`src/rtl/cpu_settings.svh`:
```
// core-wide width and reset constants, included by every rtl and testbench file that needs them
`ifndef CPU_SETTINGS_SVH
`define CPU_SETTINGS_SVH

// register and data path width
`define CPU_XLEN 64

`define CPU_ILEN 32                        // instruction word width
`define CPU_NREGS 32                       // x0..x31

// first fetch address after reset
`define CPU_RESET_PC 64'h0000_0000_0000_0000

`define CPU_NOP_WORD 32'h0000_0013         // addi x0, x0, 0

`endif
```
`src/rtl/fetch_stage.sv`:
```
// pipeline register carrying the fetched word and its address into execute
`timescale 1ns/1ps
`include "cpu_settings.svh"

module fetch_stage (
    input  logic                 clk_1hz,
    input  logic                 reset_n,
    input  logic [`CPU_XLEN-1:0] pc,
    input  logic [`CPU_ILEN-1:0] instr_in,   // same-cycle instruction memory data
    input  logic                 flush,
    input  logic                 halted,
    output logic [`CPU_ILEN-1:0] instr,
    output logic [`CPU_XLEN-1:0] instr_pc
);

    always_ff @(posedge clk_1hz or negedge reset_n) begin
        if (!reset_n) begin
            instr    <= `CPU_NOP_WORD;
            instr_pc <= `CPU_RESET_PC;
        end else if (flush) begin
            instr    <= `CPU_NOP_WORD;       // drop the wrong-path word
            instr_pc <= pc;
        end else if (!halted) begin
            instr    <= instr_in;
            instr_pc <= pc;
        end
    end

endmodule

```
`config.mk`:
```
export PLATFORM = sky130hd
export DESIGN_NAME = fetch_stage
export DESIGN_NICKNAME = d
export VERILOG_FILES = /design/src/rtl/fetch_stage.sv
export VERILOG_INCLUDE_DIRS = /design/src /design/src/rtl
export SDC_FILE = /design/constraint.sdc
export NUM_CORES = 1
export LEC_CHECK = 0
export BUFFER_PORTS_ARGS = -buffer_cell sky130_fd_sc_hd__buf_4
export CAP_MARGIN = 40
export CORE_AREA = 4 4 121 123
export CTS_BUF_LIST = sky130_fd_sc_hd__clkbuf_2
export DETAILED_ROUTE_END_ITERATION = 10
export DIE_AREA = 0 0 125 127
export PLACE_DENSITY = 0.58
export SYNTH_ARGS = -nofsm -noshare
export SYNTH_HDL_FRONTEND = slang
export SYNTH_SLANG_ARGS = --single-unit
```
`constraint.sdc`:
```
create_clock -name clk_1hz -period 0.95 [get_ports clk_1hz]
set_clock_uncertainty 0.2 [all_clocks]
set_input_delay 0.0475 -clock clk_1hz [delete_from_list [all_inputs] [get_ports clk_1hz]]
set_output_delay 0.0475 -clock clk_1hz [all_outputs]
set_load 0.02 [all_outputs]
```
==> impl_metrics.tcl <==
set metrics [dict create \
    drive_gt1_share_pct 63.5 \
    pwr-share-seq_pct 47.9 \
    ir_drop_mv 0.669 \
    synth_top_cell_area_share_pct 58.3 \
    final_cell_area_um2 7980 \
    yosys_warnings 0 \
    synth_area_um2 3990 \
    drtIter0Drc 111 \
    ctsHtreeMaxLevel 3 \
    syn-num-nets 340 \
    gp_congestion 0.766 \
    crit-reg2reg-launch "instr_pc[7]" \
    cpMostUsedCell "buf_6" \
    dr_total_vias 3403 \
    layout.nets 716 \
    finalCritPeriodShare_pct 159 \
    switchingPower_mw 2.69 \
    maxSlewViolCount 0 \
    die_width_um 125 \
    grt_usage_pct 15.5 \
    path_class "reg -> out" \
    worst_pin_slew_ps 323 \
    yosys-top-cells-area "dfrtp_1, mux2_4, mux2i_1, buf_12, nor2_1" \
    p_int_mw 7.06 \
    grt_antenna_before_repair 1 \
    setup-tns-final_ps -70010 \
    min_period_ps 1510 \
    avgViaCountPerCell 4.25 \
    fin_total_pwr_mw 9.75 \
    timing.hold.ws_ps -316 \
    crit_path_end_kind "output pin" \
    violations "negative hold slack, negative setup slack" \
    root_buffer "clkbuf_2" \
    ys_seq_area_share_pct 60.3 \
    cp_max_fo 2 \
    clk_latency_ps 530 \
    status "finished with violations" \
    hold_path_class "in -> async" \
    finalWirelength_mm 12.8 \
    io_pins 196 \
    grt_max_degree 33 \
    critical_path.slowest_cell "dfrtp_1" \
    pwr-share-comb_pct 32.5 \
    timing.rr.end "instr_pc[7]" \
    area_growth_pct 99.9 \
    cp_slowest_stage_delay_ps 460 \
    initial_core_util_pct 29.2 \
    cts_tree "done" \
    wl_per_cell_um 16.0 \
    grt_pass1_wl_mm 19.5 \
    finalNonFillerCells 801 \
    switching_share_pct 27.6 \
    synth_cell_types 15 \
    clk_path_buf_depth 2 \
    dr.pass1.iters 4 \
    setup_violations 192 \
    syn_inst 240 \
    numCtsBuffers 9 \
    fmax_mhz 664 \
    ys_seq_elements 96 \
    layout_common_cells "buf_6, buf_4, dlygate4sd3_1, dfrtp_1, mux2_4" \
    worstPathArrival_ps 1260 \
    synth_largest_area_cell "dfrtp_1" \
    fp.coreArea_um2 13700 \
    setup_ws_ps -557 \
    io_buffer_count 195 \
    drc 0 \
    rsz0062_at_grt "true" \
    crit_chain "buf_6 -> buf_6" \
    cts_sinks 96 \
    layout_commonest_cell "buf_6" \
    p_clk_share_pct 19.6 \
    slew_headroom_pct 78.5 \
    r2r_slack_ps -180 \
    num_rows 43 \
    overflow 0 \
    syn_avg_cell_area_um2 16.6 \
    num-fill-cells 1042 \
    post_dp_cell_area_um2 6040 \
    cp-start-kind "flip-flop" \
    grt_pass1_vias 3761 \
    clkTransAtPathRegs_ps 250 \
    hold_viol_final 156 \
    die_area_um2 15900 \
    pwr_density_cell_nw_per_um2 1220 \
    drv_cap 0 \
    dp_hpwl_mm 7.63 \
    required_ps 700 \
    dp_cells 661 \
    reg2reg_depth 2 \
    ant_nets 0 \
    leakagePower_nw 4.00 \
    die_h_um 127 \
]
-- layer usage --
| layer | GRT usage, % | wire length (um) | vias to the layer above |
|---|---|---|---|
| li1 | - | - | 1570 |
| met1 | 17.7 | 5020 | 1678 |
| met2 | 26.5 | 6560 | 129 |
| met3 | 4.81 | 793 | 26 |
| met4 | 7.40 | 419 | 0 |
| met5 | 0 | 0 | - |
-- critical path, delay by kind of cell, from the launching register on --
kind | cells | cell delay (ps)
flip-flops | 1 | 460
buffers and inverters | 2 | 250
-- metrics by stage --
step / setup WS, ps / util (%) / hold WS [ps]
2_1_floorplan: -233 / - / -448
3_3_place_gp: -282 / 44.2 / -250
6_report: -557 / 58.4 / -316
4_1_cts: -656 / 57.2 / -392
5_1_grt: -700 / 58.4 / -397
3_5_place_dp: -306 / 44.2 / -253
-- how the worst max path moves through the flow --
stage,from,to,slack (ps)
6_report,instr_pc[6],instr_pc[6],-560
3_5_place_dp,flush,instr_pc[10],-310
4_1_cts,instr[1],instr[1],-660
2_1_floorplan,flush,instr_pc[10],-230
3_3_place_gp,flush,instr_pc[23],-280
5_1_grt,instr_pc[36],instr_pc[36],-700
-- sequential cells by signal, summed over array words and instances (netlist names) --
signal	count
instr	32
instr_pc	64
-- power by group through the flow --
| stage | clock, mW | combinational [mW] | sequential, mW |
|---|---|---|---|
| 2_1_floorplan | 0 | 0.686 | 5.04 |
| 3_3_place_gp | 0 | 2.28 | 4.67 |
| 3_5_place_dp | 0 | 2.31 | 4.66 |
| 4_1_cts | 2.03 | 3.06 | 4.66 |
| 5_1_grt | 2.21 | 3.35 | 4.72 |
| 6_report | 1.91 | 3.17 | 4.67 |
-- cells by family after synthesis --
family,Yosys count,share of synthesized area (%)
DFF,96,60.3
muxes,93,31.0
and+or+nand+nor,33,3.54
buffers and inverters,15,4.52
AOI/OAI and AO/OA,3,0.659
-- area by class of cell --
class	instances	area (um2)	share of cell area, %
Clock inverter	3	43.8	0.549
Timing Repair Buffer	379	3780	47.4
Multi-Input combinational cell	130	1420	17.8
Antenna cell	1	2.50	0.0314
Sequential cell	96	2440	30.6
Tap cell	180	225	2.82
Clock buffer	12	60.1	0.753
-- repair_timing --
action,in CTS,in global routing
hold endpoints to repair,192,189
gates resized for setup,145,20
pin swaps,2,5
buffers inserted,19,12
endpoints found under the setup margin,163,191
gates cloned,0,3
hold buffers,98,1
-- cell usage after synthesis --
master and number:
dfrtp_1 93, mux2_4 60, mux2i_1 29, nor2_1 29, buf_12 6, mux2_2 4
a211o_1 3, buf_2 3, clkbuf_1 3, dfstp_2 3, nor2b_1 3, buf_4 1
buf_6 1, buf_8 1, nand2b_4 1
Power figures use the tool's default switching activity.
