--- src/rtl/cpu_settings.svh ---
// core-wide width and reset constants, included by every rtl and testbench file that needs them
`ifndef CPU_SETTINGS_SVH
`define CPU_SETTINGS_SVH

// register and data path width
`define CPU_XLEN 64

`define CPU_ILEN 32                        // instruction word width
`define CPU_NREGS 32                       // x0..x31

// first fetch address after reset
`define CPU_RESET_PC 64'h0000_0000_0000_0000

`define CPU_NOP_WORD 32'h0000_0013         // addi x0, x0, 0

`endif
--- src/rtl/program_counter.sv ---
// fetch address register, steps by four, takes redirect targets and freezes when held
`timescale 1ns/1ps
`include "cpu_settings.svh"

module program_counter (
    input  logic                 clk_1hz,
    input  logic                 reset_n,
    input  logic                 redirect,   // taken branch or jump in execute
    input  logic [`CPU_XLEN-1:0] target,
    input  logic                 hold,       // core halted
    output logic [`CPU_XLEN-1:0] pc
);

    always_ff @(posedge clk_1hz or negedge reset_n) begin
        if (!reset_n) begin
            pc <= `CPU_RESET_PC;
        end else if (redirect) begin
            pc <= target;                    // new fetch address next cycle
        end else if (!hold) begin
            pc <= pc + `CPU_XLEN'd4;
        end
    end

endmodule

--- config.mk ---
export PLATFORM = sky130hd
export DESIGN_NAME = program_counter
export DESIGN_NICKNAME = d
export VERILOG_FILES = /design/src/rtl/program_counter.sv
export VERILOG_INCLUDE_DIRS = /design/src /design/src/rtl
export SDC_FILE = /design/constraint.sdc
export NUM_CORES = 1
export LEC_CHECK = 0
export ABC_CLOCK_PERIOD_IN_PS = 3300
export BUFFER_PORTS_ARGS = -buffer_cell sky130_fd_sc_hd__buf_2
export CAP_MARGIN = 10
export CORE_MARGIN = 4
export CORE_UTILIZATION = 51
export CTS_CLUSTER_SIZE = 30
export DETAILED_ROUTE_END_ITERATION = 6
export GPL_TIMING_DRIVEN = 0
export HOLD_SLACK_MARGIN = 0.08
export PLACE_DENSITY = 0.82
export SETUP_SLACK_MARGIN = 0.05
export SYNTH_ARGS = -nofsm -noshare
export SYNTH_HDL_FRONTEND = slang
export SYNTH_SLANG_ARGS = --single-unit
--- constraint.sdc ---
create_clock -name clk_1hz -period 3.3 [get_ports clk_1hz]
set_clock_uncertainty 0.15 [all_clocks]
set_input_delay 0.66 -clock clk_1hz [delete_from_list [all_inputs] [get_ports clk_1hz]]
set_output_delay 0.66 -clock clk_1hz [all_outputs]
set_load 0.01 [all_outputs]
==> results.cfg, run 1 <==
[drt]
post_drt_wl_per_cell_um = 17.0
vias_per_cell = 5.97
routed_wl_mm = 11.8
drt-pass1-iter-count = 5
ant_nets = 0
drc = 0
drtIter0Drc = 249
vias = 4141

[clocking]
cts_tree = yes
clkTransAtPathRegs_ps = 70
clockRootBuffer = clkbuf_8
clk_latency_ps = 340
post_cts_resized = 0
postCtsSetupBuffers = 0
cts_hold_buf = 0
numCtsBuffers = 9
cts_sinks = 64
cts_htree_levels = 3
cts_buffer_depth = 2

[power]
p_per_area_mw_per_mm2 = 396
ir_drop_v = 0.000270
p_leak_uw = 0.00210

[layout]
nNetsFinal = 659
fin_util_pct = 66.3
diodes = 0
area_delta_synth_final_pct = 23.9
instances_no_fill = 694
layout_commonest_cell = buf_2
layout-drive-gt1-share_pct = 27.9
final_cell_mix = buf_2, dfrtp_1, nand2_1
regMostFlops = pc
reg_top3 = pc: 64 flops
largest_register_ffs = 64

[worst_setup_path]
cp.arrival_ps = 2880
path_class = in -> reg
crit_family = simple AND/OR/NAND/NOR gates
worst-path-max-fanout = 7
path_depth = 7
cp-end-kind = register
max_stage_delay_ps = 560
crit_chain = buf_2, and4b_1, clkbuf_1, nand4_1, nor4_4, a41oi_1, o31a_1
cp_slowest_cell = nor4_4
critical_path_buf_inv_count = 2
ff2ff_path_depth = 6
worst_setup_path_start_kind = input pin
cp.required_ps = 3370

[floorplanning]
die_x_um = 95.9
initial_core_util_pct = 53.5
die_area_mm2 = 0.00920
core_area_mm2 = 0.00737
fp.dieH_um = 95.9
fp-row-count = 31
io_pins = 132

[min_path]
hp-class = in -> async

[timing]
fin_crit_sh_pct = 85.1
finalCriticalPeriod_ps = 2810
setup_tns_ps = 0
max_slew_margin_pct = 44.0
hold_viol_final = 0
max_freq_ghz = 0.356
worst_pin_slew_ps = 840
rsz0062_at_grt = false
setup_viol = 0
slew_viol_final = 0

[synth]
yosysSeqAreaShare_pct = 40.6
syn_area_mm2 = 0.00394
yosysWarningCount = 0
synth_cells = 449
synthDistinctLibCells = 43
synth-seq-cells = 64
syn_area_per_cell_um2 = 8.78
synth_nets = 518

[place]
io_buffers = 130
dp_hpwl_mm = 8.73
dpl.cell_count = 678
place.gp.congestion = 0.927

[global_route]
grt_max_degree = 65
antenna_found_initial = 0
grt.total_usage_pct = 26.2
grt_overflow_total = 0
grt_pass1_wl_mm = 18.8
grt_pass1_vias = 3958

[outcome]
status = finished, final reports clean

[flow_run]
drv_cap = 0
-- power breakdown --
group,switching [µW],internal (µW),leakage [µW]
Combinational,203,172,0.00125
Sequential,109,858,0.000759
Clock,304,289,0.0000899
-- area by class of cell --
class	count	area, µm²
Timing Repair Buffer	130	653
Inverter	11	41.3
Clock inverter	4	20.0
Tap cell	99	124
Buffer	27	118
Clock buffer	12	145
Sequential cell	64	1600
Multi-Input combinational cell	347	2180
Fill cell	644	2480
-- routing by layer --
metal  track usage, %  wire length, µm
met3             5.39             1190
met1             34.8             4970
met2             43.0             5520
met5                0                0
met4             7.94              131
-- path summary, 6_finish.rpt --
kind | end | slack, ps | startpoint
max | pc[61]$_DFFE_PN0N_ | 490 | hold
min | pc[24]$_DFFE_PN0N_ | 250 | reset_n
max reg2reg | pc[48]$_DFFE_PN0N_ | 540 | pc[29]$_DFFE_PN0N_
min reg2reg | pc[1]$_DFFE_PN0P_ | 370 | pc[1]$_DFFE_PN0P_
max in group asynchronous | pc[4]$_DFFE_PN0N_ | 2170 | reset_n
min in group clk_1hz | pc[1]$_DFFE_PN0P_ | 370 | pc[1]$_DFFE_PN0P_
-- Yosys cell counts (all sizes together) --
cell type	instances	area share (%)
nand2b	3	0.48
o31a	3	0.67
o21ai	43	5.5
and4b	2	0.51
clkbuf	22	2.1
dfrtp	64	41
nand3	29	3.7
a221o	2	0.51
nor3	19	2.4
a41oi	1	0.22
or4	4	0.86
nand4	24	4.0
a31o	2	0.44
a211o	1	0.22
and4	17	3.8
nor3b	1	0.32
nor2b	5	0.79
or3	2	0.32
nand2	62	5.9
and3	9	1.4
inv	11	1.0
o31ai	2	0.38
a22oi	4	0.76
xnor2	36	8.0
nor2	20	1.9
xor2	9	2.0
and3b	1	0.22
mux2	6	1.7
and2	4	0.63
buf	5	0.89
a31oi	7	1.1
ha	1	0.32
mux2i	5	1.3
a21oi	3	0.38
or2	1	0.16
nor4	19	4.6
-- worst register-to-register path: stages, from the launching register on --
cell      delay, ps
dfrtp_1         440
and3_1          170
clkbuf_1        360
nand2_1         320
nor3_1          750
a21oi_1         140
o31a_1          320
-- metrics by stage --
step	power [µW]	setup WS (ps)	cell area, µm²	hold WS (ps)
after floorplan	1160	838	3940	214
after global placement	1340	228	4720	338
after detailed placement	1350	174	4720	341
after CTS	1940	523	4890	298
after global routing	2030	384	4890	331
final	1930	491	4890	255
-- kinds of logic after synthesis --
group,synth area share (%)
muxes,2.98
buffers and inverters,4.03
DFF,40.6
adders and majority gates,0.317
and+or+nand+nor,31.9
AOI/OAI and AO/OA,10.2
xor gates and xnor gates,9.99
(Power assumes the default switching activity.)
==> run 2: changes to the inputs <==
--- a/config.mk
+++ b/config.mk
@@ -9,13 +9,15 @@
 export ABC_CLOCK_PERIOD_IN_PS = 3300
 export BUFFER_PORTS_ARGS = -buffer_cell sky130_fd_sc_hd__buf_2
 export CAP_MARGIN = 10
+export CELL_PAD_IN_SITES_DETAIL_PLACEMENT = 0
+export CELL_PAD_IN_SITES_GLOBAL_PLACEMENT = 1
 export CORE_MARGIN = 4
-export CORE_UTILIZATION = 51
+export CORE_UTILIZATION = 37
 export CTS_CLUSTER_SIZE = 30
 export DETAILED_ROUTE_END_ITERATION = 6
 export GPL_TIMING_DRIVEN = 0
 export HOLD_SLACK_MARGIN = 0.08
-export PLACE_DENSITY = 0.82
+export PLACE_DENSITY = 0.81
 export SETUP_SLACK_MARGIN = 0.05
 export SYNTH_ARGS = -nofsm -noshare
 export SYNTH_HDL_FRONTEND = slang
==> results.cfg, run 2 (same netlist as run 1, synthesis figures left out) <==
[layout]
largest_register_ffs = 64
regMostFlops = pc
diodes = 0
area_delta_synth_final_pct = 24.5
layout_commonest_cell = buf_2
nFillCells = 1107
reg_top3 = pc: 64 flops
layout-drive-gt1-share_pct = 27.5
final_cell_mix = buf_2, dfrtp_1, nand2_1
nNetsFinal = 659
instances_no_fill = 728

[clocking]
post_cts_resized = 0
clkTransAtPathRegs_ps = 70
cts_sinks = 64
numCtsBuffers = 9
cts_hold_buf = 0
clockRootBuffer = clkbuf_8
postCtsSetupBuffers = 0
cts_buffer_depth = 2
clk_latency_ps = 340
cts_htree_levels = 3
cts_tree = yes

[floorplanning]
fp.dieH_um = 111
core_area_mm2 = 0.0104
io_pins = 132
fp-row-count = 37
die_area_mm2 = 0.0124
die_x_um = 111
initial_core_util_pct = 38.0

[timing]
rsz0062_at_grt = false
slew_viol_final = 0
hold_viol_final = 0
setup_viol = 0
fin_crit_sh_pct = 85.3
setup_tns_ps = 0
worst_pin_slew_ps = 833
max_freq_ghz = 0.355
finalCriticalPeriod_ps = 2820
max_slew_margin_pct = 44.5

[power]
combPwrFrac_pct = 19.7
p_switching_uw = 608
seqPwrFrac_pct = 51.0
p_leak_uw = 0.00209
switching_share_pct = 32.1
internal_power_uw = 1290
ir_drop_v = 0.000153
clkPwrFrac_pct = 29.3
p_per_area_mw_per_mm2 = 386

[global_route]
grt_pass1_vias = 3931
grt_overflow_total = 0
grt.total_usage_pct = 19.7
grt_max_degree = 65
antenna_found_initial = 1
grt_pass1_wl_mm = 20.0

[drt]
drt-pass1-iter-count = 5
drtIter0Drc = 153
drc = 0
routed_wl_mm = 12.3
vias = 3963
ant_nets = 0
post_drt_wl_per_cell_um = 17.0
vias_per_cell = 5.44

[place]
place.gp.congestion = 0.823
io_buffers = 130
dp_hpwl_mm = 9.31
dpl.cell_count = 715

[worst_setup_path]
cp.arrival_ps = 2900
cp.required_ps = 3390
worst-path-max-fanout = 7
path_class = in -> reg
worst_setup_path_start_kind = input pin
cp-end-kind = register

[outcome]
status = finished, final reports clean

[flow_run]
drv_cap = 0

[min_path]
hp-class = in -> async
[run 2: cell types whose count changed in the layout (fill, tap and decap cells not counted), sizes merged]
cell and delta:
clkinv -2, clkbuf -1
[run 2: per-stage QoR]
stage / power [µW] / cell area (µm²) / hold WS [ps] / utilization [%] / worst slack, ps
final: 1900 / 4910 / 259 / 47.3 / 485
after global routing: 1990 / 4910 / 338 / 47.3 / 321
after CTS: 1910 / 4910 / 299 / 47.3 / 482
after detailed placement: 1360 / 4770 / 345 / 46.0 / 110
after global placement: 1350 / 4760 / 336 / 45.9 / 176
after floorplan: 1160 / 3940 / 214 / - / 838
[run 2: layer usage]
layer / routed length [µm] / vias to the layer above / GRT usage (%)
li1: - / 1908 / -
met1: 5690 / 1917 / 26.7
met2: 5720 / 124 / 31.8
met3: 801 / 12 / 4.53
met4: 121 / 2 / 4.95
met5: 7 / - / 0
[run 2: area by class of cell]
cell class / instances / area (µm²) / share of cell area [%]
Inverter: 11 / 41.3 / 0.841
Timing Repair Buffer: 130 / 653 / 13.3
Multi-Input combinational cell: 347 / 2180 / 44.5
Clock buffer: 11 / 131 / 2.68
Buffer: 27 / 118 / 2.40
Sequential cell: 64 / 1600 / 32.6
Tap cell: 136 / 170 / 3.47
Clock inverter: 2 / 10.0 / 0.204
[run 2: path summary, 6_finish.rpt]
path | cells after the start | slack [ps] | startpoint | endpoint
worst max-delay path | 7 | 480 | hold | pc[61]$_DFFE_PN0N_
min in group clk_1hz | 1 | 360 | pc[1]$_DFFE_PN0P_ | pc[1]$_DFFE_PN0P_
worst max register to register | 6 | 560 | pc[2]$_DFFE_PN0N_ | pc[61]$_DFFE_PN0N_
worst min register to register | 1 | 360 | pc[1]$_DFFE_PN0P_ | pc[1]$_DFFE_PN0P_
worst min-delay path | 1 | 260 | reset_n | pc[50]$_DFFE_PN0N_
max in group asynchronous | 1 | 2180 | reset_n | pc[4]$_DFFE_PN0N_
[run 2: critical path, stage by stage]
cell and delay [ps]:
buf_2 130, and4b_1 240, clkbuf_1 310, nand4_1 510, nor4_4 550, a41oi_1 190
o31a_1 300
[run 2: power by group through the flow]
stage	Sequential [µW]	Clock, µW	Combinational (µW)
3_5_place_dp	978	0	379
4_1_cts	965	565	381
2_1_floorplan	990	0	166
6_report	967	555	374
5_1_grt	981	595	418
3_3_place_gp	977	0	373
