[src/rtl/cpu_settings.svh]
// core-wide width and reset constants, included by every rtl and testbench file that needs them
`ifndef CPU_SETTINGS_SVH
`define CPU_SETTINGS_SVH

// register and data path width
`define CPU_XLEN 64

`define CPU_ILEN 32                        // instruction word width
`define CPU_NREGS 32                       // x0..x31

// first fetch address after reset
`define CPU_RESET_PC 64'h0000_0000_0000_0000

`define CPU_NOP_WORD 32'h0000_0013         // addi x0, x0, 0

`endif
[src/rtl/cpu_ctrl_pkg.sv]
// internal control types passed between decoder, alu and pipeline sequencing
package cpu_ctrl_pkg;

    // operations the alu can perform
    typedef enum logic [3:0] {
        ALU_ADD,
        ALU_SUB,
        ALU_SLL,
        ALU_SLT,
        ALU_SLTU,
        ALU_XOR,
        ALU_SRL,
        ALU_SRA,
        ALU_OR,
        ALU_AND,
        ALU_PASS_B        // lui, b carries the upper immediate
    } alu_op_t;

    // where the register write data comes from
    typedef enum logic [1:0] {
        WB_ALU,
        WB_LOAD,
        WB_LINK           // instruction address plus four
    } wb_sel_t;

    typedef enum logic [1:0] {
        PS_FILL,          // first cycle after reset, fetch register holds a nop
        PS_RUN,
        PS_FLUSH,         // wrong-path slot after a redirect
        PS_HALTED
    } pipe_state_t;

endpackage

[src/rtl/rv_isa_pkg.sv]
// instruction set encodings for the kept rv64i subset, referenced by scoped name
package rv_isa_pkg;

    // major opcodes that the decoder understands
    typedef enum logic [6:0] {
        OP_LUI    = 7'b0110111,
        OP_AUIPC  = 7'b0010111,
        OP_JAL    = 7'b1101111,
        OP_JALR   = 7'b1100111,
        OP_BRANCH = 7'b1100011,
        OP_LOAD   = 7'b0000011,
        OP_STORE  = 7'b0100011,
        OP_IMM    = 7'b0010011,
        OP_REG    = 7'b0110011,
        OP_SYSTEM = 7'b1110011
    } opcode_t;

    typedef logic [4:0] reg_idx_t;                 // x0..x31

    // alu groups, shared by op and op_imm
    localparam logic [2:0] F3_ADD_SUB = 3'b000;
    localparam logic [2:0] F3_SLL     = 3'b001;
    localparam logic [2:0] F3_SLT     = 3'b010;
    localparam logic [2:0] F3_SLTU    = 3'b011;
    localparam logic [2:0] F3_XOR     = 3'b100;
    localparam logic [2:0] F3_SRL_SRA = 3'b101;
    localparam logic [2:0] F3_OR      = 3'b110;
    localparam logic [2:0] F3_AND     = 3'b111;

    // branch conditions
    localparam logic [2:0] F3_BEQ  = 3'b000;
    localparam logic [2:0] F3_BNE  = 3'b001;
    localparam logic [2:0] F3_BLT  = 3'b100;
    localparam logic [2:0] F3_BGE  = 3'b101;
    localparam logic [2:0] F3_BLTU = 3'b110;
    localparam logic [2:0] F3_BGEU = 3'b111;

    localparam logic [2:0] F3_DOUBLE = 3'b011;     // ld / sd size
    localparam logic [2:0] F3_PRIV   = 3'b000;     // ecall / ebreak group

    localparam int unsigned F7_ALT_BIT = 5;        // funct7 bit for sub and sra
    localparam logic [11:0] F12_EBREAK = 12'h001;

endpackage

[src/rtl/instr_decoder.sv]
// splits an instruction into fields and immediates and builds the execute control set
`timescale 1ns/1ps
`include "cpu_settings.svh"

module instr_decoder (
    input  logic [`CPU_ILEN-1:0]   instr,
    output rv_isa_pkg::reg_idx_t   rs1,
    output rv_isa_pkg::reg_idx_t   rs2,
    output rv_isa_pkg::reg_idx_t   rd,
    output logic [`CPU_XLEN-1:0]   imm,
    output cpu_ctrl_pkg::alu_op_t  alu_op,
    output logic                   alu_src_imm,
    output logic                   reg_write,
    output logic                   mem_write,
    output logic                   is_branch,
    output logic                   is_jal,
    output logic                   is_jalr,
    output logic                   is_ebreak,
    output cpu_ctrl_pkg::wb_sel_t  wb_sel,
    output logic [2:0]             branch_cond
);

    rv_isa_pkg::opcode_t opcode;
    logic [2:0]          funct3;
    logic                alt;        // sub / sra select
    logic [`CPU_XLEN-1:0] imm_i, imm_s, imm_b, imm_u, imm_j;

    assign opcode      = rv_isa_pkg::opcode_t'(instr[6:0]);
    assign funct3      = instr[14:12];
    assign alt         = instr[25 + rv_isa_pkg::F7_ALT_BIT];
    assign rs1         = instr[19:15];
    assign rs2         = instr[24:20];
    assign rd          = instr[11:7];
    assign branch_cond = funct3;

    // sign-extended immediates, all formats
    assign imm_i = {{(`CPU_XLEN-12){instr[31]}}, instr[31:20]};
    assign imm_s = {{(`CPU_XLEN-12){instr[31]}}, instr[31:25], instr[11:7]};
    assign imm_b = {{(`CPU_XLEN-13){instr[31]}}, instr[31], instr[7], instr[30:25],
                    instr[11:8], 1'b0};
    assign imm_u = {{(`CPU_XLEN-32){instr[31]}}, instr[31:12], 12'b0};
    assign imm_j = {{(`CPU_XLEN-21){instr[31]}}, instr[31], instr[19:12], instr[20],
                    instr[30:21], 1'b0};

    // funct3 group to alu operation, shared by op and op_imm
    function automatic cpu_ctrl_pkg::alu_op_t alu_from_f3(input logic [2:0] f3,
                                                          input logic use_alt);
        cpu_ctrl_pkg::alu_op_t op;
        case (f3)
            rv_isa_pkg::F3_ADD_SUB: op = use_alt ? cpu_ctrl_pkg::ALU_SUB : cpu_ctrl_pkg::ALU_ADD;
            rv_isa_pkg::F3_SLL:     op = cpu_ctrl_pkg::ALU_SLL;
            rv_isa_pkg::F3_SLT:     op = cpu_ctrl_pkg::ALU_SLT;
            rv_isa_pkg::F3_SLTU:    op = cpu_ctrl_pkg::ALU_SLTU;
            rv_isa_pkg::F3_XOR:     op = cpu_ctrl_pkg::ALU_XOR;
            rv_isa_pkg::F3_SRL_SRA: op = use_alt ? cpu_ctrl_pkg::ALU_SRA : cpu_ctrl_pkg::ALU_SRL;
            rv_isa_pkg::F3_OR:      op = cpu_ctrl_pkg::ALU_OR;
            default:                op = cpu_ctrl_pkg::ALU_AND;
        endcase
        return op;
    endfunction

    always_comb begin
        // defaults give a no-operation
        imm         = imm_i;
        alu_op      = cpu_ctrl_pkg::ALU_ADD;
        alu_src_imm = 1'b1;
        reg_write   = 1'b0;
        mem_write   = 1'b0;
        is_branch   = 1'b0;
        is_jal      = 1'b0;
        is_jalr     = 1'b0;
        is_ebreak   = 1'b0;
        wb_sel      = cpu_ctrl_pkg::WB_ALU;
        case (opcode)
            rv_isa_pkg::OP_LUI: begin
                imm       = imm_u;
                alu_op    = cpu_ctrl_pkg::ALU_PASS_B;
                reg_write = 1'b1;
            end
            rv_isa_pkg::OP_AUIPC: begin
                imm       = imm_u;                       // a side is the pc, see core
                reg_write = 1'b1;
            end
            rv_isa_pkg::OP_JAL: begin
                imm       = imm_j;
                is_jal    = 1'b1;
                reg_write = 1'b1;
                wb_sel    = cpu_ctrl_pkg::WB_LINK;
            end
            rv_isa_pkg::OP_JALR: begin
                is_jalr   = 1'b1;                        // target from rs1 + imm_i
                reg_write = 1'b1;
                wb_sel    = cpu_ctrl_pkg::WB_LINK;
            end
            rv_isa_pkg::OP_BRANCH: begin
                imm         = imm_b;
                alu_src_imm = 1'b0;                      // compare rs1 with rs2
                is_branch   = 1'b1;
            end
            rv_isa_pkg::OP_LOAD: begin
                reg_write = (funct3 == rv_isa_pkg::F3_DOUBLE);   // ld only
                wb_sel    = cpu_ctrl_pkg::WB_LOAD;
            end
            rv_isa_pkg::OP_STORE: begin
                imm       = imm_s;
                mem_write = (funct3 == rv_isa_pkg::F3_DOUBLE);   // sd only
            end
            rv_isa_pkg::OP_IMM: begin
                // shamt sits in imm[5:0], bit 10 marks srai
                alu_op    = alu_from_f3(funct3, alt && (funct3 == rv_isa_pkg::F3_SRL_SRA));
                reg_write = 1'b1;
            end
            rv_isa_pkg::OP_REG: begin
                alu_op      = alu_from_f3(funct3, alt);
                alu_src_imm = 1'b0;
                reg_write   = 1'b1;
            end
            rv_isa_pkg::OP_SYSTEM: begin
                is_ebreak = (funct3 == rv_isa_pkg::F3_PRIV) &&
                            (instr[31:20] == rv_isa_pkg::F12_EBREAK);
            end
            default: ;                                   // unknown opcode, nothing written
        endcase
    end

endmodule

[config.mk]
export PLATFORM = sky130hd
export DESIGN_NAME = instr_decoder
export DESIGN_NICKNAME = d
export VERILOG_FILES = /design/src/rtl/cpu_ctrl_pkg.sv /design/src/rtl/rv_isa_pkg.sv /design/src/rtl/instr_decoder.sv
export VERILOG_INCLUDE_DIRS = /design/src /design/src/rtl
export SDC_FILE = /design/constraint.sdc
export NUM_CORES = 1
export LEC_CHECK = 0
export BUFFER_PORTS_ARGS = -buffer_cell sky130_fd_sc_hd__clkbuf_2
export CORE_MARGIN = 8
export CORE_UTILIZATION = 31
export DETAILED_ROUTE_END_ITERATION = 12
export GPL_ROUTABILITY_DRIVEN = 0
export GPL_TIMING_DRIVEN = 0
export PLACE_DENSITY_LB_ADDON = 0.15
export RECOVER_POWER = 50
export SLEW_MARGIN = 25
export SYNTH_ARGS = -nofsm -noshare
export SYNTH_HDL_FRONTEND = slang
export SYNTH_SLANG_ARGS = --single-unit
[constraint.sdc]
create_clock -name vclk -period 1.1
set_input_delay 0.11 -clock vclk [all_inputs]
set_output_delay 0.11 -clock vclk [all_outputs]
set_load 0.005 [all_outputs]
==> results of run 1 <==
[final timing paths]
kind	from	to	slack, ns
worst max-delay path	instr[3]	imm[1]	-0.21
worst min-delay path	instr[13]	branch_cond[1]	0.39
[where the power goes]
group	total [mW]	switching [mW]	internal (mW)
combinational	0.673	0.276	0.398
sequential	0	0	0
clock	0	0	0
total	0.673	0.276	0.398
[cells in the mapped netlist (all sizes together)]
library cell / number / share of area
a21o: 19 / 0.14
a21oi: 1 / 0.0049
a22o: 4 / 0.034
a22oi: 1 / 0.0073
buf: 56 / 0.41
clkbuf: 2 / 0.0073
inv: 3 / 0.011
mux2i: 2 / 0.020
nand2: 5 / 0.018
nand2b: 4 / 0.024
nand3: 2 / 0.0098
nand3b: 5 / 0.037
nand4: 3 / 0.018
nand4bb: 1 / 0.027
nor2: 11 / 0.048
nor2b: 8 / 0.049
nor3: 2 / 0.015
nor3b: 2 / 0.031
nor4: 4 / 0.024
nor4b: 1 / 0.0086
o21a: 2 / 0.015
o21ai: 1 / 0.0049
o22a: 1 / 0.0086
o41ai: 1 / 0.0086
or2: 1 / 0.0061
xor2: 1 / 0.0086
[area by class of cell]
class                           count  area [um^2]
Multi-Input combinational cell     82          658
Inverter                            3         11.3
Buffer                             58          474
Timing Repair Buffer              142          843
Tap cell                           46         57.6
Fill cell                         329         1210
[per-stage QoR]
step / power [mW] / hold slack (ns) / area (um^2) / setup slack, ns / utilization
global placement: 0.598 / 0.392 / 1720 / -0.557 / 0.527
floorplan: 0.303 / 0.243 / 1040 / -0.0319 / -
CTS: 0.665 / 0.394 / 1990 / -0.206 / 0.610
detailed placement: 0.601 / 0.394 / 1720 / -0.557 / 0.527
global route: 0.733 / 0.414 / 2040 / -0.284 / 0.627
finish: 0.673 / 0.395 / 2040 / -0.209 / 0.627
[layout by cell type, fill, tap and decap left out, types with 7 or more instances in the layout]
cell type / count
clkbuf_4: 8
nor2b_1: 7
clkbuf_2: 82
a21o_1: 19
clkbuf_1: 19
buf_2: 18
buf_6: 7
buf_4: 55
[critical path, cell delays in order]
cell and delay (ns):
buf_8 0.10, nand3b_1 0.26, nor2_4 0.22, buf_6 0.16
nor2_2 0.06, a22o_1 0.18, clkbuf_2 0.12
[logic make-up after synthesis]
logic type,synth area share
AND/OR/NAND/NOR,0.316
AO/OA/AOI/OAI,0.223
multiplexers,0.0196
buffers and inverters,0.433
XOR/XNOR,0.00857
[what timing repair did]
item,4_1_cts,5_1_grt
pin swaps,30,6
cloned,3,0
setup buffers,10,5
resized for setup,31,30
endpoints found under the setup margin,36,41
[per-layer routing]
layer  track usage  share of wire  vias to the layer above
met5             0              0                        -
met3        0.0355           0.11                        0
met1         0.148           0.35                      602
met4             0              0                        0
met2         0.297           0.53                       60
li1              -              -                      728
==> results by group, run 1 <==
Global route
  – Pin count of the biggest net entering global routing: 36
  – Total GRT Usage: 0.144
  – Grt ovf: 0
  – Initial antenna violation count: 0
  – First-pass GRT wire length: 6400 um
  – Vias in the first global route: 1286

Layout
  – Non-filler instance count after layout: 331
  – Sequential cells: 0
  – Fin nets: 319
  – FF+latch area: 0 um^2
  – Share of post-route cells with drive strength above 1: 0.702
  – Layout area overhead: 100%
  – # clk buffers: 0
  – Ant. Diodes: 0

Timing
  – Highest Clock Rate: 764 MHz
  – Setup-failing EPs final: 36
  – Tcrit/Tclk final: 1.19
  – Setup TNS: -5.56 ns
  – Hold violation count in the final report: 0
  – RSZ-0062 raised after global routing: true
  – Tmin final: 1.31 ns
  – Max Slew Vio Count: 0
  – Worst-margin pin slew: 0.399 ns
  – PnR worst setup slack: -0.209 ns
  – Slew headroom: 0.732

Drt
  – Vias per inst: 4.20
  – Vias: 1390
  – # DRC: 0
  – Antenna-violating nets left: 0
  – Drt first pass iters: 4
  – Routed len/inst: 13.3 um
  – DR iter-0 viols: 18
  – Final WL: 4390 um

Floorplan
  – FP Rows: 21
  – Die Ht: 73.4 um
  – Full die area: 5390 um^2
  – Core Region: 3260 um^2
  – Die X: 73.4 um
  – Initial Util: 0.314
  – Number of top-level pins: 127

Status
  – Failing checks: negative setup slack
  – Outcome: finished with violations

Synthesis
  – Syn nets: 175
  – Synth Warn #: 0
  – Syn avg cell area: 7.15 um^2
  – Register area share after synthesis: 0
  – Post-Syn Area: 1020 um^2
  – Distinct cells, synth: 30
  – Post-Syn Instances: 143

Min path
  – Worst hold stages: 2
  – Hold Crit Class: in2out

Worst setup path
  – CP startpoint kind: primary input
  – WP data required: 0.99 ns
  – Worst setup EP type: primary output
  – Crit Path Max Fanout: 6
  – Kind of critical path: in2out
  – Worst EP arrival: 1.20 ns

Job
  – Max_cap viols: 0

Power and ir drop
  – Peak VDD IR: 0.151 mV
  – Pwr dens: 329 nW/um^2
  – Pleak: 1.21 nW

Placed design
  – # port buffers: 124
  – Placed Cells: 313
  – Placed wire-length estimate: 3520 um

Clock network
  – # hold bufs at CTS: 0
No activity file was read; power rests on OpenSTA's default activity.
==> run 2, diff against run 1 <==
--- a/config.mk
+++ b/config.mk
@@ -9,3 +9,3 @@
 export BUFFER_PORTS_ARGS = -buffer_cell sky130_fd_sc_hd__clkbuf_2
-export CORE_MARGIN = 8
+export CORE_MARGIN = 2
 export CORE_UTILIZATION = 31
==> constraint.sdc (replaced) <==
create_clock -name vclk -period 1.1
set_input_delay 0.22 -clock vclk [all_inputs]
set_output_delay 0.22 -clock vclk [all_outputs]
set_load 0.005 [all_outputs]
==> run 2 against run 1 <==
Against the previous run:
- the flow still finishes with violations (negative setup slack)
- clock-buffer cell count stayed put
- maximum frequency is 15% lower
- first-iteration DRC count is 110% higher
- total power is 1.4% higher
- non-clock buffer count is 1 higher
- die area is 30% lower
- core utilization is 5.2 points higher
- setup slack worse by 0.23 ns
- critical path type unchanged
==> results by group, run 2 (same netlist as run 1, synthesis figures left out) <==
Floorplan
  – Number of top-level pins: 127 (unchanged)
  – Core Region: 3100 um^2 (-4.8%)
  – FP Rows: 20 (-4.8%)
  – Full die area: 3770 um^2 (-30%)
  – Initial Util: 0.329 (+0.0157)
  – Die X: 61.4 um (-16%)
  – Die Ht: 61.4 um (-16%)

Worst setup path
  – WP data required: 0.88 ns (-0.11 ns)
  – Crit Path Max Fanout: 6 (unchanged)
  – CP startpoint: instr[3]
  – CP Capture Point: imm[4]
  – CP startpoint kind: primary input
  – Worst EP arrival: 1.32 ns (+0.12 ns)
  – Worst setup EP type: primary output
  – Kind of critical path: in2out

Global route
  – Met2 Usage GRT: 0.319 (+0.0222)
  – Met3 global-route usage: 0.0231 (-0.0124)
  – Layer with the highest usage: met2
  – Vias in the first global route: 1130 (-12%)
  – First-pass GRT wire length: 5140 um (-20%)
  – Grt ovf: 0 (unchanged)
  – Total GRT Usage: 0.175 (+0.0306)
  – Pin count of the biggest net entering global routing: 36 (unchanged)
  – Initial antenna violation count: 0 (unchanged)
  – Met1 GRT Util: 0.225 (+0.0764)

Power and ir drop
  – Pleak: 1.26 nW (+4.4%)
  – Pwr dens: 324 nW/um^2 (-1.6%)
  – PnR Total Power: 683 uW (+1.4%)
  – Peak VDD IR: 0.213 mV (+41%)

Layout
  – # clk buffers: 0 (unchanged)
  – Non-filler instance count after layout: 330 (-0.30%)
  – Multi-input logic area: 737 um^2 (+12%)
  – Most frequent cells in the layout: 81 x clkbuf_2, 55 x buf_4, 22 x buf_2
  – Sequential cells: 0 (unchanged)
  – Layout area overhead: 106%
  – Fin nets: 320 (+0.31%)
  – Most common cell after layout, fill and taps aside: clkbuf_2
  – FF+latch area: 0 um^2 (unchanged)
  – Share of post-route cells with drive strength above 1: 0.734 (+0.0325)
  – Fill count: 302 (-8.2%)
  – Ant. Diodes: 0 (unchanged)

Job
  – Max_cap viols: 0 (unchanged)

Timing
  – Highest Clock Rate: 648 MHz (-15%)
  – Max Slew Vio Count: 0 (unchanged)
  – Hold violation count in the final report: 0 (unchanged)
  – PnR worst setup slack: -0.443 ns (-0.234 ns)
  – Worst-margin pin slew: 0.382 ns (-0.0172 ns)
  – Slew headroom: 0.745 (+0.0139)
  – Tmin final: 1.54 ns (+0.234 ns)
  – Setup-failing EPs final: 44 (+22%)
  – RSZ-0062 raised after global routing: true
  – Tcrit/Tclk final: 1.40 (+0.213)

Drt
  – Drt first pass iters: 4 (unchanged)
  – Vias: 1436 (+3.3%)
  – Final WL: 3950 um (-10%)
  – Routed len/inst: 12.0 um (-9.7%)
  – Vias per inst: 4.35 (+3.6%)
  – # DRC: 0 (unchanged)
  – Antenna-violating nets left: 0 (unchanged)
  – DR iter-0 viols: 37 (+19)

Status
  – Failing checks: negative setup slack
  – Outcome: finished with violations

Placed design
  – # port buffers: 124 (unchanged)
  – Placed Cells: 311 (-0.64%)
  – Placed wire-length estimate: 2850 um (-19%)

Min path
  – Worst hold stages: 2 (unchanged)
  – Hold Crit Class: in2out

Clock network
  – # hold bufs at CTS: 0 (unchanged)
run 2: repair_timing:
action                                 CTS  global route
cloned                                   2             0
pin swaps                               34            16
setup buffers                           17             2
setup endpoints to repair               77            44
resized for setup                       34            34
endpoints found under the hold margin    0             0
run 2: worst min path at each step:
stage,startpoint,endpoint,slack [ns]
floorplan,instr[6],mem_write,0.46
global placement,instr[13],branch_cond[1],0.61
detailed placement,instr[13],branch_cond[1],0.61
CTS,instr[13],branch_cond[1],0.61
global route,instr[13],branch_cond[1],0.65
finish,instr[13],branch_cond[1],0.61
run 2: per-stage QoR:
stage	setup slack [ns]	util	cell area, um^2	hold slack (ns)	TNS (ns)
2_1_floorplan	-0.252	-	1110	0.463	-4.21
3_5_place_dp	-0.726	0.575	1780	0.612	-23.61
6_report	-0.443	0.679	2110	0.615	-15.69
3_3_place_gp	-0.737	0.575	1780	0.608	-24.06
5_1_grt	-0.538	0.679	2110	0.651	-19.13
4_1_cts	-0.456	0.670	2080	0.612	-15.13
run 2: layout make-up:
type                       count  area share
inverter                       3     0.00534
timing repair buffer         143       0.391
buffer                        58       0.227
tap                           44      0.0261
multi-input combinational     82       0.350
run 2: worst max-delay path: stages:
cell and delay (ns):
buf_8 0.10, nand3b_1 0.26, nor2_4 0.23, buf_6 0.17
nor2_4 0.05, a22o_1 0.17, clkbuf_2 0.11
run 2: report_power, final:
group	switching (mW)	internal, mW
clock network	0	0
logic	0.288	0.395
registers	0	0
run 2: metal layers:
| layer | share of wire | routed length, um |
|---|---|---|
| met1 | 0.39 | 1530 |
| met2 | 0.53 | 2080 |
| met3 | 0.078 | 307 |
| met4 | 0.0068 | 27 |
| met5 | 0 | 0 |
==> run 3, diff against run 2 <==
ABC_CLOCK_PERIOD_IN_PS = 1100   (was unset)
SKIP_LAST_GASP = 1   (was unset)
==> run 3 against run 2 <==
Against the previous run:
- the flow still finishes with violations (negative setup slack)
- largest cell class unchanged
- clock-buffer cell count is the same
- setup slack improved by 0.0025 ns
- largest power group unchanged
- combinational power is 0.7% lower
- final cell count is the same
- critical path depth did not move
- die area is the same
- maximum frequency grew 0.16%
- global-route usage did not move
- non-clock buffer count did not move
- final area is 0.77% lower
==> results by group, run 3 (same netlist as run 1, synthesis figures left out) <==
Placed design
  – # port buffers: 124 (unchanged)
  – Placed wire-length estimate: 2850 um (unchanged)

Global route
  – Pin count of the biggest net entering global routing: 36 (unchanged)
  – Total GRT Usage: 0.175 (unchanged)
  – First-pass GRT wire length: 5140 um (unchanged)
  – Grt ovf: 0 (unchanged)
  – Vias in the first global route: 1130 (unchanged)
  – Initial antenna violation count: 0 (unchanged)

Power and ir drop
  – Switch share: 0.418 (-0.00323)
  – Sequential fraction of design power: 0 (unchanged)
  – Switching power: 284 uW (-1.5%)
  – Peak VDD IR: 0.213 mV (-0.14%)
  – Pleak: 1.24 nW (-1.3%)
  – Internal power: 395 uW (-0.15%)
  – Pwr dens: 324 nW/um^2 (about the same)
  – Combinational power share: 1.000 (about the same)
  – Clock share of power: 0 (unchanged)

Layout
  – Most frequent cells in the layout: 85 x clkbuf_2, 55 x buf_4, 19 x a21o_1
  – Fill count: 305 (+0.99%)
  – Fin nets: 320 (unchanged)
  – Layout area overhead: 105%
  – # clk buffers: 0 (unchanged)
  – Sequential cells: 0 (unchanged)
  – Share of post-route cells with drive strength above 1: 0.724 (-0.0105)
  – FF+latch area: 0 um^2 (unchanged)
  – Most common cell after layout, fill and taps aside: clkbuf_2
  – Ant. Diodes: 0 (unchanged)

Status
  – Failing checks: negative setup slack
  – Outcome: finished with violations

Worst setup path
  – Critical-path cell list: buf_8 > nand3b_1 > nor2_4 > buf_6 > nor2_4 > a22o_1 > clkbuf_2
  – CP startpoint kind: primary input
  – Worst path most repeated cell: nor2_4
  – Slowest stage delay, CP: 0.26 ns (about the same)
  – Worst setup EP type: primary output
  – CP Capture Point: imm[4]
  – CP startpoint: instr[3]
  – WP data required: 0.88 ns (about the same)
  – Slowest-stage cell, CP: nand3b_1
  – Worst EP arrival: 1.32 ns (about the same)
  – Kind of critical path: in2out
  – Crit Path Max Fanout: 6 (unchanged)

Timing
  – Setup TNS: -15.63 ns (+0.0651 ns)
  – Setup-failing EPs final: 44 (unchanged)
  – RSZ-0062 raised after global routing: true
  – Slew headroom: 0.744 (-0.00195)
  – Highest Clock Rate: 649 MHz (+0.16%)
  – Max Slew Vio Count: 0 (unchanged)
  – Hold violation count in the final report: 0 (unchanged)
  – Final Hold Slack: 0.615 ns (+0.0000100 ns)
  – Tmin final: 1.54 ns (-0.00246 ns)
  – Tcrit/Tclk final: 1.40 (-0.00223)
  – PnR worst setup slack: -0.441 ns (+0.00246 ns)
  – Worst-margin pin slew: 0.385 ns (+0.00293 ns)

Drt
  – Final WL: 3890 um (-1.6%)
  – # DRC: 0 (unchanged)
  – Vias per inst: 4.32 (-0.84%)
  – Vias: 1424 (-0.84%)
  – Drt first pass iters: 4 (unchanged)
  – Routed len/inst: 11.8 um (-1.6%)
  – Antenna-violating nets left: 0 (unchanged)
  – DR iter-0 viols: 57 (+54%)

Floorplan
  – Core Region: 3100 um^2 (unchanged)
  – Initial Util: 0.329 (unchanged)
  – Number of top-level pins: 127 (unchanged)
  – Die Ht: 61.4 um (unchanged)
  – FP Rows: 20 (unchanged)
  – Full die area: 3770 um^2 (unchanged)
  – Die X: 61.4 um (unchanged)

Min path
  – Hold Crit Class: in2out

Job
  – Max_cap viols: 0 (unchanged)

Clock network
  – # hold bufs at CTS: 0 (unchanged)
[run 3: cell types whose count changed in the layout (fill, tap and decap cells not counted)]
cell | previous run | this run
buf_2 | 22 | 18
clkbuf_2 | 81 | 85
a21oi_1 | 0 | 1
a21oi_2 | 1 | 0
nand2_1 | 4 | 5
nand2_4 | 1 | 0
nor3_1 | 0 | 1
nor3_2 | 1 | 0
[run 3: worst max-delay path, delay by kind of cell]
kind	cells	cell delay (ns)
AOI/OAI and AO/OA	1	0.17
and+or+nand+nor	3	0.54
buffers and inverters	3	0.37
[run 3: per-stage QoR]
stage | util | total power [mW] | instances | worst slack, ns | cell area (um^2)
after CTS | 0.670 | 0.683 | 329 | -0.456 | 2080
after global placement | 0.575 | 0.607 | 311 | -0.737 | 1780
after floorplan | - | 0.316 | 143 | -0.252 | 1110
final | 0.674 | 0.678 | 330 | -0.441 | 2090
after global routing | 0.674 | 0.735 | 330 | -0.538 | 2090
after detailed placement | 0.575 | 0.607 | 311 | -0.726 | 1780
[run 3: timing repair]
| item | CTS | global route |
|---|---|---|
| cloned | 2 | 0 |
| gates resized for setup | 34 | 26 |
| endpoints found under the hold margin | 0 | 0 |
| setup endpoints to repair | 77 | 44 |
| buffers inserted | 17 | 2 |
| pin swaps | 33 | 16 |
[run 3: layout make-up]
| type | instances | area, um^2 | share of cell area |
|---|---|---|---|
| Multi-Input combinational cell | 82 | 721 | 0.345 |
| Tap cell | 44 | 55.1 | 0.0263 |
| Timing Repair Buffer | 143 | 825 | 0.394 |
| Buffer | 58 | 479 | 0.229 |
| Inverter | 3 | 11.3 | 0.00539 |
[run 3: how the worst min path moves through the flow]
stage,from,to,slack [ns],depth (start not counted)
global placement,instr[13],branch_cond[1],0.61,2
floorplan,instr[6],mem_write,0.46,1
CTS,instr[13],branch_cond[1],0.61,2
global route,instr[13],branch_cond[1],0.65,2
detailed placement,instr[13],branch_cond[1],0.61,2
finish,instr[13],branch_cond[1],0.61,2
[run 3: per-layer routing]
| metal | up-vias | GRT usage | part of all wire | wire, um |
|---|---|---|---|---|
| met5 | - | 0 | 0 | 0 |
| met4 | 0 | 0.0243 | 0.0069 | 27 |
| met3 | 2 | 0.0231 | 0.075 | 290 |
| met2 | 65 | 0.319 | 0.52 | 2040 |
| met1 | 629 | 0.225 | 0.39 | 1530 |
| li1 | 728 | - | - | - |
[run 3: power by group through the flow]
stage          Clock, mW  Sequential, mW  Combinational, mW
6_report               0               0              0.678
3_3_place_gp           0               0              0.607
4_1_cts                0               0              0.683
2_1_floorplan          0               0              0.316
5_1_grt                0               0              0.735
3_5_place_dp           0               0              0.607
